<file path="src/exu_pkg.sv">
//**********************************************************************
// shared widths, operation codes and result classes of the execute unit
// imported by every module of the unit and by the testbench
//**********************************************************************
`default_nettype none

package exu_pkg;

  localparam int XLEN   = 32;
  localparam int REG_AW = 5;
  localparam int OP_W   = 6;

  //********************************************************************
  // operation codes
  //********************************************************************
  localparam logic [OP_W-1:0] OP_OR    = 6'h00;
  localparam logic [OP_W-1:0] OP_AND   = 6'h01;
  localparam logic [OP_W-1:0] OP_XOR   = 6'h02;
  localparam logic [OP_W-1:0] OP_NOR   = 6'h03;
  localparam logic [OP_W-1:0] OP_SLL   = 6'h04;
  localparam logic [OP_W-1:0] OP_SRL   = 6'h05;
  localparam logic [OP_W-1:0] OP_SRA   = 6'h06;
  localparam logic [OP_W-1:0] OP_ADD   = 6'h08;
  localparam logic [OP_W-1:0] OP_ADDU  = 6'h09;
  localparam logic [OP_W-1:0] OP_SUB   = 6'h0a;
  localparam logic [OP_W-1:0] OP_SUBU  = 6'h0b;
  localparam logic [OP_W-1:0] OP_SLT   = 6'h0c;
  localparam logic [OP_W-1:0] OP_SLTU  = 6'h0d;
  localparam logic [OP_W-1:0] OP_CLZ   = 6'h0e;
  localparam logic [OP_W-1:0] OP_CLO   = 6'h0f;
  localparam logic [OP_W-1:0] OP_MULT  = 6'h10;
  localparam logic [OP_W-1:0] OP_MULTU = 6'h11;
  localparam logic [OP_W-1:0] OP_MUL   = 6'h12;
  localparam logic [OP_W-1:0] OP_MADD  = 6'h14;
  localparam logic [OP_W-1:0] OP_MADDU = 6'h15;
  localparam logic [OP_W-1:0] OP_MSUB  = 6'h16;
  localparam logic [OP_W-1:0] OP_MSUBU = 6'h17;
  localparam logic [OP_W-1:0] OP_MFHI  = 6'h18;
  localparam logic [OP_W-1:0] OP_MFLO  = 6'h19;
  localparam logic [OP_W-1:0] OP_MTHI  = 6'h1a;
  localparam logic [OP_W-1:0] OP_MTLO  = 6'h1b;

  // hi/lo pair as one double word or as two words
  typedef union packed {
    logic [2*XLEN-1:0] dw;
    struct packed {
      logic [XLEN-1:0] hi;
      logic [XLEN-1:0] lo;
    } hl;
  } hilo_u;

  // which result feeds the writeback data
  typedef enum logic [2:0] {
    CLS_NONE  = 3'd0,
    CLS_LOGIC = 3'd1,
    CLS_SHIFT = 3'd2,
    CLS_ARITH = 3'd3,
    CLS_MUL   = 3'd4,
    CLS_MOVE  = 3'd5
  } op_class_e;

  function automatic op_class_e op_class(input logic [OP_W-1:0] op);
    case (op)
      OP_OR, OP_AND, OP_XOR, OP_NOR:
        return CLS_LOGIC;
      OP_SLL, OP_SRL, OP_SRA:
        return CLS_SHIFT;
      OP_ADD, OP_ADDU, OP_SUB, OP_SUBU, OP_SLT, OP_SLTU, OP_CLZ, OP_CLO:
        return CLS_ARITH;
      OP_MUL:
        return CLS_MUL;
      OP_MFHI, OP_MFLO:
        return CLS_MOVE;
      // mult, madd and mt* only touch hi/lo
      default:
        return CLS_NONE;
    endcase
  endfunction

endpackage

`default_nettype wire

</file>
<file path="src/exu_arith.sv">
//**********************************************************************
// add/sub, set-less-than, overflow and leading zero/one count
//**********************************************************************
`timescale 1ns/1ps
`default_nettype none

module exu_arith
  import exu_pkg::*;
(
  input  wire logic [OP_W-1:0] op_i,
  input  wire logic [XLEN-1:0] a_i,
  input  wire logic [XLEN-1:0] b_i,
  output logic      [XLEN-1:0] res_o,
  output logic                 ovf_o
);

  logic            is_sub;
  logic [XLEN-1:0] b_mux;
  logic [XLEN-1:0] sum;
  logic            eff_b_sign;
  logic            lt_signed;
  logic            lt_unsigned;
  logic [XLEN-1:0] clz_in;
  logic [5:0]      clz_cnt;

  function automatic logic [5:0] lead_zeros(input logic [XLEN-1:0] x);
    logic [5:0] cnt;
    logic       found;
    cnt   = 6'd32;
    found = 1'b0;
    for (int i = XLEN - 1; i >= 0; i--)
    begin
      if (!found && x[i])
      begin
        cnt   = 6'(XLEN - 1 - i);
        found = 1'b1;
      end
    end
    return cnt;
  endfunction

  // one adder, b negated for subtract and signed compare
  assign is_sub = (op_i == OP_SUB) || (op_i == OP_SUBU) || (op_i == OP_SLT);
  assign b_mux  = is_sub ? (~b_i + 1'b1) : b_i;
  assign sum    = a_i + b_mux;

  // sign of the true second operand, safe for b = most negative
  assign eff_b_sign = is_sub ? ~b_i[XLEN-1] : b_i[XLEN-1];
  assign ovf_o      = ((op_i == OP_ADD) || (op_i == OP_SUB)) &&
                      (a_i[XLEN-1] == eff_b_sign) && (sum[XLEN-1] != a_i[XLEN-1]);

  // differing signs decide directly, else the difference sign
  assign lt_signed   = (a_i[XLEN-1] && !b_i[XLEN-1]) ||
                       ((a_i[XLEN-1] == b_i[XLEN-1]) && sum[XLEN-1]);
  assign lt_unsigned = a_i < b_i;

  // clo counts zeros of the inverted word
  assign clz_in  = (op_i == OP_CLO) ? ~a_i : a_i;
  assign clz_cnt = lead_zeros(clz_in);

  always_comb
  begin
    case (op_i)
      OP_ADD, OP_ADDU, OP_SUB, OP_SUBU:
        res_o = sum;
      OP_SLT:
        res_o = {{(XLEN-1){1'b0}}, lt_signed};
      OP_SLTU:
        res_o = {{(XLEN-1){1'b0}}, lt_unsigned};
      OP_CLZ, OP_CLO:
        res_o = {{(XLEN-6){1'b0}}, clz_cnt};
      default:
        res_o = '0;
    endcase
  end

endmodule

`default_nettype wire

</file>
<file path="src/exu_hilo.sv">
//**********************************************************************
// hi/lo register pair, written by the multiplier or by mthi/mtlo
//**********************************************************************
`timescale 1ns/1ps
`default_nettype none

module exu_hilo
  import exu_pkg::*;
(
  input  wire logic            clk,
  input  wire logic            reset_i,
  input  wire logic            accept_i,
  input  wire logic [OP_W-1:0] op_i,
  input  wire logic [XLEN-1:0] a_i,
  input  wire logic            mul_we_i,
  input  wire hilo_u           mul_hilo_i,
  output hilo_u                hilo_o
);

  hilo_u hilo_q;

  always_ff @(posedge clk)
  begin
    if (reset_i)
    begin
      hilo_q.dw <= '0;
    end
    else if (mul_we_i)
    begin
      hilo_q <= mul_hilo_i;
    end
    else if (accept_i && (op_i == OP_MTHI))
    begin
      hilo_q.hl.hi <= a_i;
    end
    else if (accept_i && (op_i == OP_MTLO))
    begin
      hilo_q.hl.lo <= a_i;
    end
  end

  assign hilo_o = hilo_q;

endmodule

`default_nettype wire

</file>
<file path="src/exu_logic_shift.sv">
//**********************************************************************
// logical and shift results, purely combinational
//**********************************************************************
`timescale 1ns/1ps
`default_nettype none

module exu_logic_shift
  import exu_pkg::*;
(
  input  wire logic [OP_W-1:0] op_i,
  input  wire logic [XLEN-1:0] a_i,
  input  wire logic [XLEN-1:0] b_i,
  output logic      [XLEN-1:0] res_o
);

  logic [4:0] shamt;

  // shift amount from the low bits of a
  assign shamt = a_i[4:0];

  always_comb
  begin
    case (op_i)
      OP_OR:
        res_o = a_i | b_i;
      OP_AND:
        res_o = a_i & b_i;
      OP_XOR:
        res_o = a_i ^ b_i;
      OP_NOR:
        res_o = ~(a_i | b_i);
      OP_SLL:
        res_o = b_i << shamt;
      OP_SRL:
        res_o = b_i >> shamt;
      // sign fill from b
      OP_SRA:
        res_o = $signed(b_i) >>> shamt;
      default:
        res_o = '0;
    endcase
  end

endmodule

`default_nettype wire

</file>
<file path="src/exu_mul.sv">
//**********************************************************************
// multiplier with madd/msub accumulate step and the input handshake
//**********************************************************************
`timescale 1ns/1ps
`default_nettype none

module exu_mul
  import exu_pkg::*;
(
  input  wire logic            clk,
  input  wire logic            reset_i,
  input  wire logic            op_valid_i,
  input  wire logic [OP_W-1:0] op_i,
  input  wire logic [XLEN-1:0] a_i,
  input  wire logic [XLEN-1:0] b_i,
  input  wire hilo_u           hilo_i,
  output logic                 op_ready_o,
  output logic                 accept_o,
  output logic      [XLEN-1:0] mul_lo_o,
  output logic                 hilo_we_o,
  output hilo_u                hilo_o
);

  logic              signed_op;
  logic              is_acc;
  logic              is_msub;
  logic              is_mult;
  logic [XLEN-1:0]   a_mag;
  logic [XLEN-1:0]   b_mag;
  logic [2*XLEN-1:0] prod_mag;
  logic [2*XLEN-1:0] prod;
  logic [2*XLEN-1:0] acc_d;
  logic [2*XLEN-1:0] acc_q;
  logic              acc_pend_q;
  logic              ready_q;

  //********************************************************************
  // product from magnitudes
  //********************************************************************
  assign signed_op = (op_i == OP_MULT) || (op_i == OP_MUL) ||
                     (op_i == OP_MADD) || (op_i == OP_MSUB);
  assign is_acc    = (op_i == OP_MADD) || (op_i == OP_MADDU) ||
                     (op_i == OP_MSUB) || (op_i == OP_MSUBU);
  assign is_msub   = (op_i == OP_MSUB) || (op_i == OP_MSUBU);
  // mul also refreshes hi/lo with the full product
  assign is_mult   = (op_i == OP_MULT) || (op_i == OP_MULTU) || (op_i == OP_MUL);

  assign a_mag    = (signed_op && a_i[XLEN-1]) ? (~a_i + 1'b1) : a_i;
  assign b_mag    = (signed_op && b_i[XLEN-1]) ? (~b_i + 1'b1) : b_i;
  assign prod_mag = a_mag * b_mag;
  assign prod     = (signed_op && (a_i[XLEN-1] ^ b_i[XLEN-1])) ? (~prod_mag + 1'b1)
                                                               : prod_mag;
  assign mul_lo_o = prod[XLEN-1:0];

  // msub accumulates the negated product
  assign acc_d = is_msub ? (~prod + 1'b1) : prod;

  //********************************************************************
  // handshake and accumulate state
  //********************************************************************
  assign op_ready_o = ready_q;
  assign accept_o   = op_valid_i && ready_q;

  always_ff @(posedge clk)
  begin
    if (reset_i)
    begin
      ready_q    <= 1'b0;
      acc_pend_q <= 1'b0;
    end
    else
    begin
      // one dead cycle after each accumulate op
      ready_q    <= !(accept_o && is_acc);
      acc_pend_q <= accept_o && is_acc;
    end
  end

  always_ff @(posedge clk)
  begin
    if (accept_o && is_acc)
    begin
      acc_q <= acc_d;
    end
  end

  // accumulate step has priority, no acceptance can overlap it
  assign hilo_we_o = acc_pend_q || (accept_o && is_mult);
  assign hilo_o.dw = acc_pend_q ? (hilo_i.dw + acc_q) : prod;

endmodule

`default_nettype wire

</file>
<file path="src/exu_top.sv">
//**********************************************************************
// execute unit top, one op per cycle in, writeback one cycle later
//**********************************************************************
`timescale 1ns/1ps
`default_nettype none

module exu_top
  import exu_pkg::*;
(
  input  wire logic              clk,
  input  wire logic              reset_i,
  input  wire logic              op_valid_i,
  input  wire logic [OP_W-1:0]   op_i,
  input  wire logic [XLEN-1:0]   rs_data_i,
  input  wire logic [XLEN-1:0]   rt_data_i,
  input  wire logic [REG_AW-1:0] rd_addr_i,
  input  wire logic              rd_we_i,
  output logic                   op_ready_o,
  output logic                   wb_valid_o,
  output logic                   wb_we_o,
  output logic      [REG_AW-1:0] wb_addr_o,
  output logic      [XLEN-1:0]   wb_data_o,
  output logic                   ovf_o,
  output logic      [XLEN-1:0]   hi_o,
  output logic      [XLEN-1:0]   lo_o
);

  logic [XLEN-1:0] logic_res;
  logic [XLEN-1:0] arith_res;
  logic            arith_ovf;
  logic [XLEN-1:0] mul_lo;
  logic            accept;
  logic            mul_hilo_we;
  hilo_u           mul_hilo;
  hilo_u           hilo;

  exu_logic_shift logic_shift_i (
    .op_i  (op_i),
    .a_i   (rs_data_i),
    .b_i   (rt_data_i),
    .res_o (logic_res)
  );

  exu_arith arith_i (
    .op_i  (op_i),
    .a_i   (rs_data_i),
    .b_i   (rt_data_i),
    .res_o (arith_res),
    .ovf_o (arith_ovf)
  );

  // owns the handshake, acceptance is fanned out from here
  exu_mul mul_i (
    .clk        (clk),
    .reset_i    (reset_i),
    .op_valid_i (op_valid_i),
    .op_i       (op_i),
    .a_i        (rs_data_i),
    .b_i        (rt_data_i),
    .hilo_i     (hilo),
    .op_ready_o (op_ready_o),
    .accept_o   (accept),
    .mul_lo_o   (mul_lo),
    .hilo_we_o  (mul_hilo_we),
    .hilo_o     (mul_hilo)
  );

  exu_hilo hilo_i (
    .clk        (clk),
    .reset_i    (reset_i),
    .accept_i   (accept),
    .op_i       (op_i),
    .a_i        (rs_data_i),
    .mul_we_i   (mul_hilo_we),
    .mul_hilo_i (mul_hilo),
    .hilo_o     (hilo)
  );

  exu_wb wb_i (
    .clk         (clk),
    .reset_i     (reset_i),
    .accept_i    (accept),
    .op_i        (op_i),
    .rd_addr_i   (rd_addr_i),
    .rd_we_i     (rd_we_i),
    .logic_res_i (logic_res),
    .arith_res_i (arith_res),
    .mul_lo_i    (mul_lo),
    .ovf_i       (arith_ovf),
    .hilo_i      (hilo),
    .wb_valid_o  (wb_valid_o),
    .wb_we_o     (wb_we_o),
    .wb_addr_o   (wb_addr_o),
    .wb_data_o   (wb_data_o),
    .ovf_o       (ovf_o)
  );

  assign hi_o = hilo.hl.hi;
  assign lo_o = hilo.hl.lo;

endmodule

`default_nettype wire

</file>
<file path="src/exu_wb.sv">
//**********************************************************************
// result select by operation class and the registered writeback stage
//**********************************************************************
`timescale 1ns/1ps
`default_nettype none

module exu_wb
  import exu_pkg::*;
(
  input  wire logic              clk,
  input  wire logic              reset_i,
  input  wire logic              accept_i,
  input  wire logic [OP_W-1:0]   op_i,
  input  wire logic [REG_AW-1:0] rd_addr_i,
  input  wire logic              rd_we_i,
  input  wire logic [XLEN-1:0]   logic_res_i,
  input  wire logic [XLEN-1:0]   arith_res_i,
  input  wire logic [XLEN-1:0]   mul_lo_i,
  input  wire logic              ovf_i,
  input  wire hilo_u             hilo_i,
  output logic                   wb_valid_o,
  output logic                   wb_we_o,
  output logic      [REG_AW-1:0] wb_addr_o,
  output logic      [XLEN-1:0]   wb_data_o,
  output logic                   ovf_o
);

  op_class_e       cls;
  logic [XLEN-1:0] res;

  assign cls = op_class(op_i);

  always_comb
  begin
    case (cls)
      CLS_LOGIC, CLS_SHIFT:
        res = logic_res_i;
      CLS_ARITH:
        res = arith_res_i;
      CLS_MUL:
        res = mul_lo_i;
      CLS_MOVE:
        res = (op_i == OP_MFHI) ? hilo_i.hl.hi : hilo_i.hl.lo;
      default:
        res = '0;
    endcase
  end

  // control
  always_ff @(posedge clk)
  begin
    if (reset_i)
    begin
      wb_valid_o <= 1'b0;
      wb_we_o    <= 1'b0;
      ovf_o      <= 1'b0;
    end
    else
    begin
      wb_valid_o <= accept_i;
      // overflowing add/sub must not reach the register file
      wb_we_o    <= accept_i && rd_we_i && !ovf_i;
      ovf_o      <= accept_i && ovf_i;
    end
  end

  // payload
  always_ff @(posedge clk)
  begin
    if (accept_i)
    begin
      wb_addr_o <= rd_addr_i;
      wb_data_o <= res;
    end
  end

endmodule

`default_nettype wire

</file>
<file path="config.mk">
export PLATFORM = sky130hd
export DESIGN_NAME = exu_top
export DESIGN_NICKNAME = d
export VERILOG_FILES = /design/src/exu_pkg.sv /design/src/exu_arith.sv /design/src/exu_hilo.sv /design/src/exu_logic_shift.sv /design/src/exu_mul.sv /design/src/exu_top.sv /design/src/exu_wb.sv
export SDC_FILE = /design/constraint.sdc
export NUM_CORES = 2
export LEC_CHECK = 0
export ABC_AREA = 1
export BUFFER_PORTS_ARGS = -buffer_cell sky130_fd_sc_hd__buf_4
export CAP_MARGIN = 20
export CORE_UTILIZATION = 45
export CTS_BUF_LIST = sky130_fd_sc_hd__clkbuf_16
export DETAILED_ROUTE_END_ITERATION = 16
export GPL_ROUTABILITY_DRIVEN = 0
export GPL_TIMING_DRIVEN = 1
export PLACE_DENSITY = 0.59
export SETUP_SLACK_MARGIN = 0.4
export SYNTH_ARGS = -nofsm -noshare
export SYNTH_HDL_FRONTEND = slang
export SYNTH_SLANG_ARGS = --single-unit
export TNS_END_PERCENT = 100
</file>
<file path="constraint.sdc">
create_clock -name clk -period 17.1 [get_ports clk]
set_input_delay 2.565 -clock clk [delete_from_list [all_inputs] [get_ports clk]]
set_output_delay 2.565 -clock clk [all_outputs]
set_load 0.05 [all_outputs]
</file>
==> results by group <==
Cells and area
  • Final nets: around 9900
  • Fillers: about 13000
  • P&R area growth vs syn: 6.938%
  • Final Non-Filler Cells: about 10000
  • Layout cells sized above 1: 6.631%
  • Multi-input logic area: 0.04738 mm2
  • Register area: 0.004414 mm2

Yosys
  • Number of flops mapped to enable cells by yosys: 101
  • Post-synthesis sequential area ratio: around 7.4%
  • Fraction of registers with async set or reset after synthesis: 0%
  • Synth unique cells: 77
  • Yosys reg bits: between 150 and 200
  • Most frequent cells after synthesis: nand2_1, inv_1, nor2_1
  • Synth top area cells: fa_1, nand2_1, inv_1
  • Syn. warnings: 0
  • Syn avg cell area: 6.995 um2
  • Post-Synthesis Net Count: about 10000
  • Top-count cell post-synth: nand2_1
  • Mapped Cells: 8472
  • Mapped cell area: a little under 0.06 mm2
  • Synth top area share: between 30% and 40%
  • Top FF cell, synth: edfxtp_1
  • Dominant cell type by area after synthesis: fa_1

Setup path
  • CP required: between 15000 and 20000 ps
  • Worst r2r path cells: 16
  • Worst flop-to-flop path startpoint: mul_i.acc_q[2]
  • Crit start category: input port
  • Buf/Inv on CP: 10
  • Critical path class: in -> reg
  • Crit-path max cell delay: about 630 ps
  • Crit end category: flip-flop
  • R2R Path End: hilo_i.hilo_o[55]
  • Cell family with the largest share of critical-path delay: simple AND/OR/NAND/NOR gates
  • Worst path most repeated cell: nand2_1
  • Worst Path Arrival: 16090 ps
  • R2R setup slack: 12380 ps
  • Max FO, Critical Path: 48
  • Crit path max-delay cell type: xnor2_1

Floorplan
  • Die W: ~360 um
  • Num ports: approximately 180
  • Core Rows: about 130
  • Core area: around 0.13 mm2
  • Die height: about 360 um
  • Full die area: about 0.13 mm2
  • Initial Util: around 46%

Clock network
  • Cts hold-fix bufs: 0
  • # resized after CTS: 0
  • Clk_lat worst skew: 460 ps
  • Num CTS Buffers: 17
  • CTS tree: yes
  • Clk Tree Root Cell: clkbuf_16
  • Clock sink count: 170
  • Clk pin slew, worst setup/hold paths: about 70 ps
  • Post-CTS Setup Bufs: 0
  • H-tree depth: 4
  • Max Root-Sink Buffers: 2

Detailed routing
  • Via density: roughly 5.9
  • Initial DRC count: approximately 8200
  • Routed Antenna Nets: 0
  • Wire length per cell: 25.61 um
  • WL final: 262.5 mm
  • Vias post-DR: 60280
  • First-pass DRT Iterations: 9
  • DR DRC count: 0

Global route
  • Largest net degree at the start of global routing: 87
  • First-pass GRT wire length: between 300 and 400 mm
  • GRT overflow: 0
  • Vias in the first global route: around 60000
  • Initial antenna violation count: 3
  • Tot GR Track Use: between 30 and 40%

Timing
  • Worst-Margin Slew: between 1000 and 1500 ps
  • Final setup viols: 0
  • Total Neg Setup Slack: 0 ps
  • Final hold violation count: 0
  • Peak Freq: 63.02 MHz
  • Minimum clock period: 15870 ps
  • Slew Limit Fails: 0
  • RSZ-0062 raised after global routing: no
  • Normalized max-slew margin: between 10% and 20%
  • Worst Skew: 16.53 ps
  • Tcrit/Tclk final: between 90 and 100%

Worst hold path
  • WHS Endpoint: wb_i.wb_valid_o
  • Min-delay src: mul_i.op_ready_o
  • Worst Hold Class: reg -> reg
  • Min-Delay Path Depth: 2

Job
  • Max_cap viols: 0

Run status
  • Run status: finished, final reports clean

Place
  • Post-DP HPWL: approximately 210 mm
  • Placed insts: roughly 10000
  • # port buffers: around 180
## kinds of logic (layout without fill, tap and decap cells)
kind of cell | after synthesis | after routing | share of synthesized area (%)
AND/OR/NAND/NOR | 3541 | 3541 | 24.61
buffers and inverters | 2033 | 2067 | 12.91
adder cells (fa/ha/maj) | 1354 | 1354 | 39.96
AO/OA/AOI/OAI | 1145 | 1145 | 11.48
XOR/XNOR | 208 | 208 | 3.233
flip-flops | 170 | 170 | 7.449
multiplexers | 21 | 21 | 0.3568
other | 0 | 2 | 0
## metal layers
layer	wire, um	global-route usage, %	vias to the layer above
met5	31	0	-
met4	23390	27.99	4
met3	32350	9.561	1043
met2	109600	59.50	4137
met1	97080	49.64	28820
li1	-	-	26280
## sequential cells by signal, summed over array words and instances, names as in the netlist
signal            flops
wb_i.wb_we_o          1
wb_i.wb_valid_o       1
wb_i.ovf_o            1
mul_i.acc_q          64
mul_i.acc_pend_q      1
wb_i.wb_data_o       32
wb_i.wb_addr_o        5
mul_i.op_ready_o      1
hilo_i.hilo_o        64
## placed cells by master, fill, tap and decap left out, drive strengths merged, types with 13 or more instances in the layout
cell type	instances
nand2	1877
inv	1702
nor2	1125
fa	898
ha	456
o21ai	395
a21oi	384
buf	315
nand3	272
xor2	163
edfxtp	101
nand4	88
o211ai	84
nor3	79
dfxtp	69
a31oi	51
o2111ai	46
xnor2	45
or2	40
clkinv	31
nor4	26
o221ai	26
nand3b	23
o21bai	23
o21a	22
mux2i	20
a221oi	20
clkbuf	17
a21o	13
## stage by stage
step           instance area (um2)  utilization [%]  setup WS (ps)  hold slack (ps)
3_3_place_gp                 62790            48.25           1571            539.6
2_1_floorplan                59260                -           4061            629.7
5_1_grt                      63370            48.69          618.5            597.4
4_1_cts                      63350            48.68           1730            547.7
6_report                     63370            48.69           1232            546.9
3_5_place_dp                 62790            48.25           1315            537.8
## worst max path at each step
stage | start | cells after the start | to
2_1_floorplan | rs_data_i[0] | 51 | mul_i.acc_q[59]
3_3_place_gp | rs_data_i[3] | 57 | mul_i.acc_q[62]
3_5_place_dp | rs_data_i[3] | 57 | mul_i.acc_q[62]
4_1_cts | rs_data_i[3] | 57 | mul_i.acc_q[62]
5_1_grt | rs_data_i[3] | 57 | mul_i.acc_q[62]
6_report | rs_data_i[3] | 57 | mul_i.acc_q[62]
## worst reg2reg max path: stages, from the launching register on
cell and delay [ps]:
edfxtp_1 420, ha_1 360, nand3_1 90, nand2_1 120
a21oi_1 120, o21ai_1 290, a21oi_1 160, o21ai_0 350
a21boi_1 190, o21bai_1 460, a21boi_0 420, o311ai_0 990
or2_2 240, nand3_1 80, o2111ai_1 150, o211ai_1 140
inv_1 80
## layout make-up
cell class	count	share of cell area, %
clock buffer	17	0.6713
timing repair buffer	316	3.751
tap	1742	3.439
clock inverter	15	0.2192
sequential	170	6.966
inverter	1719	10.18
antenna	2	0.007898
multi-input combinational	6269	74.76
Power is left out: the tool's default activity adds up to more than one toggle a clock period on the data nets, which glitch-free logic cannot reach.
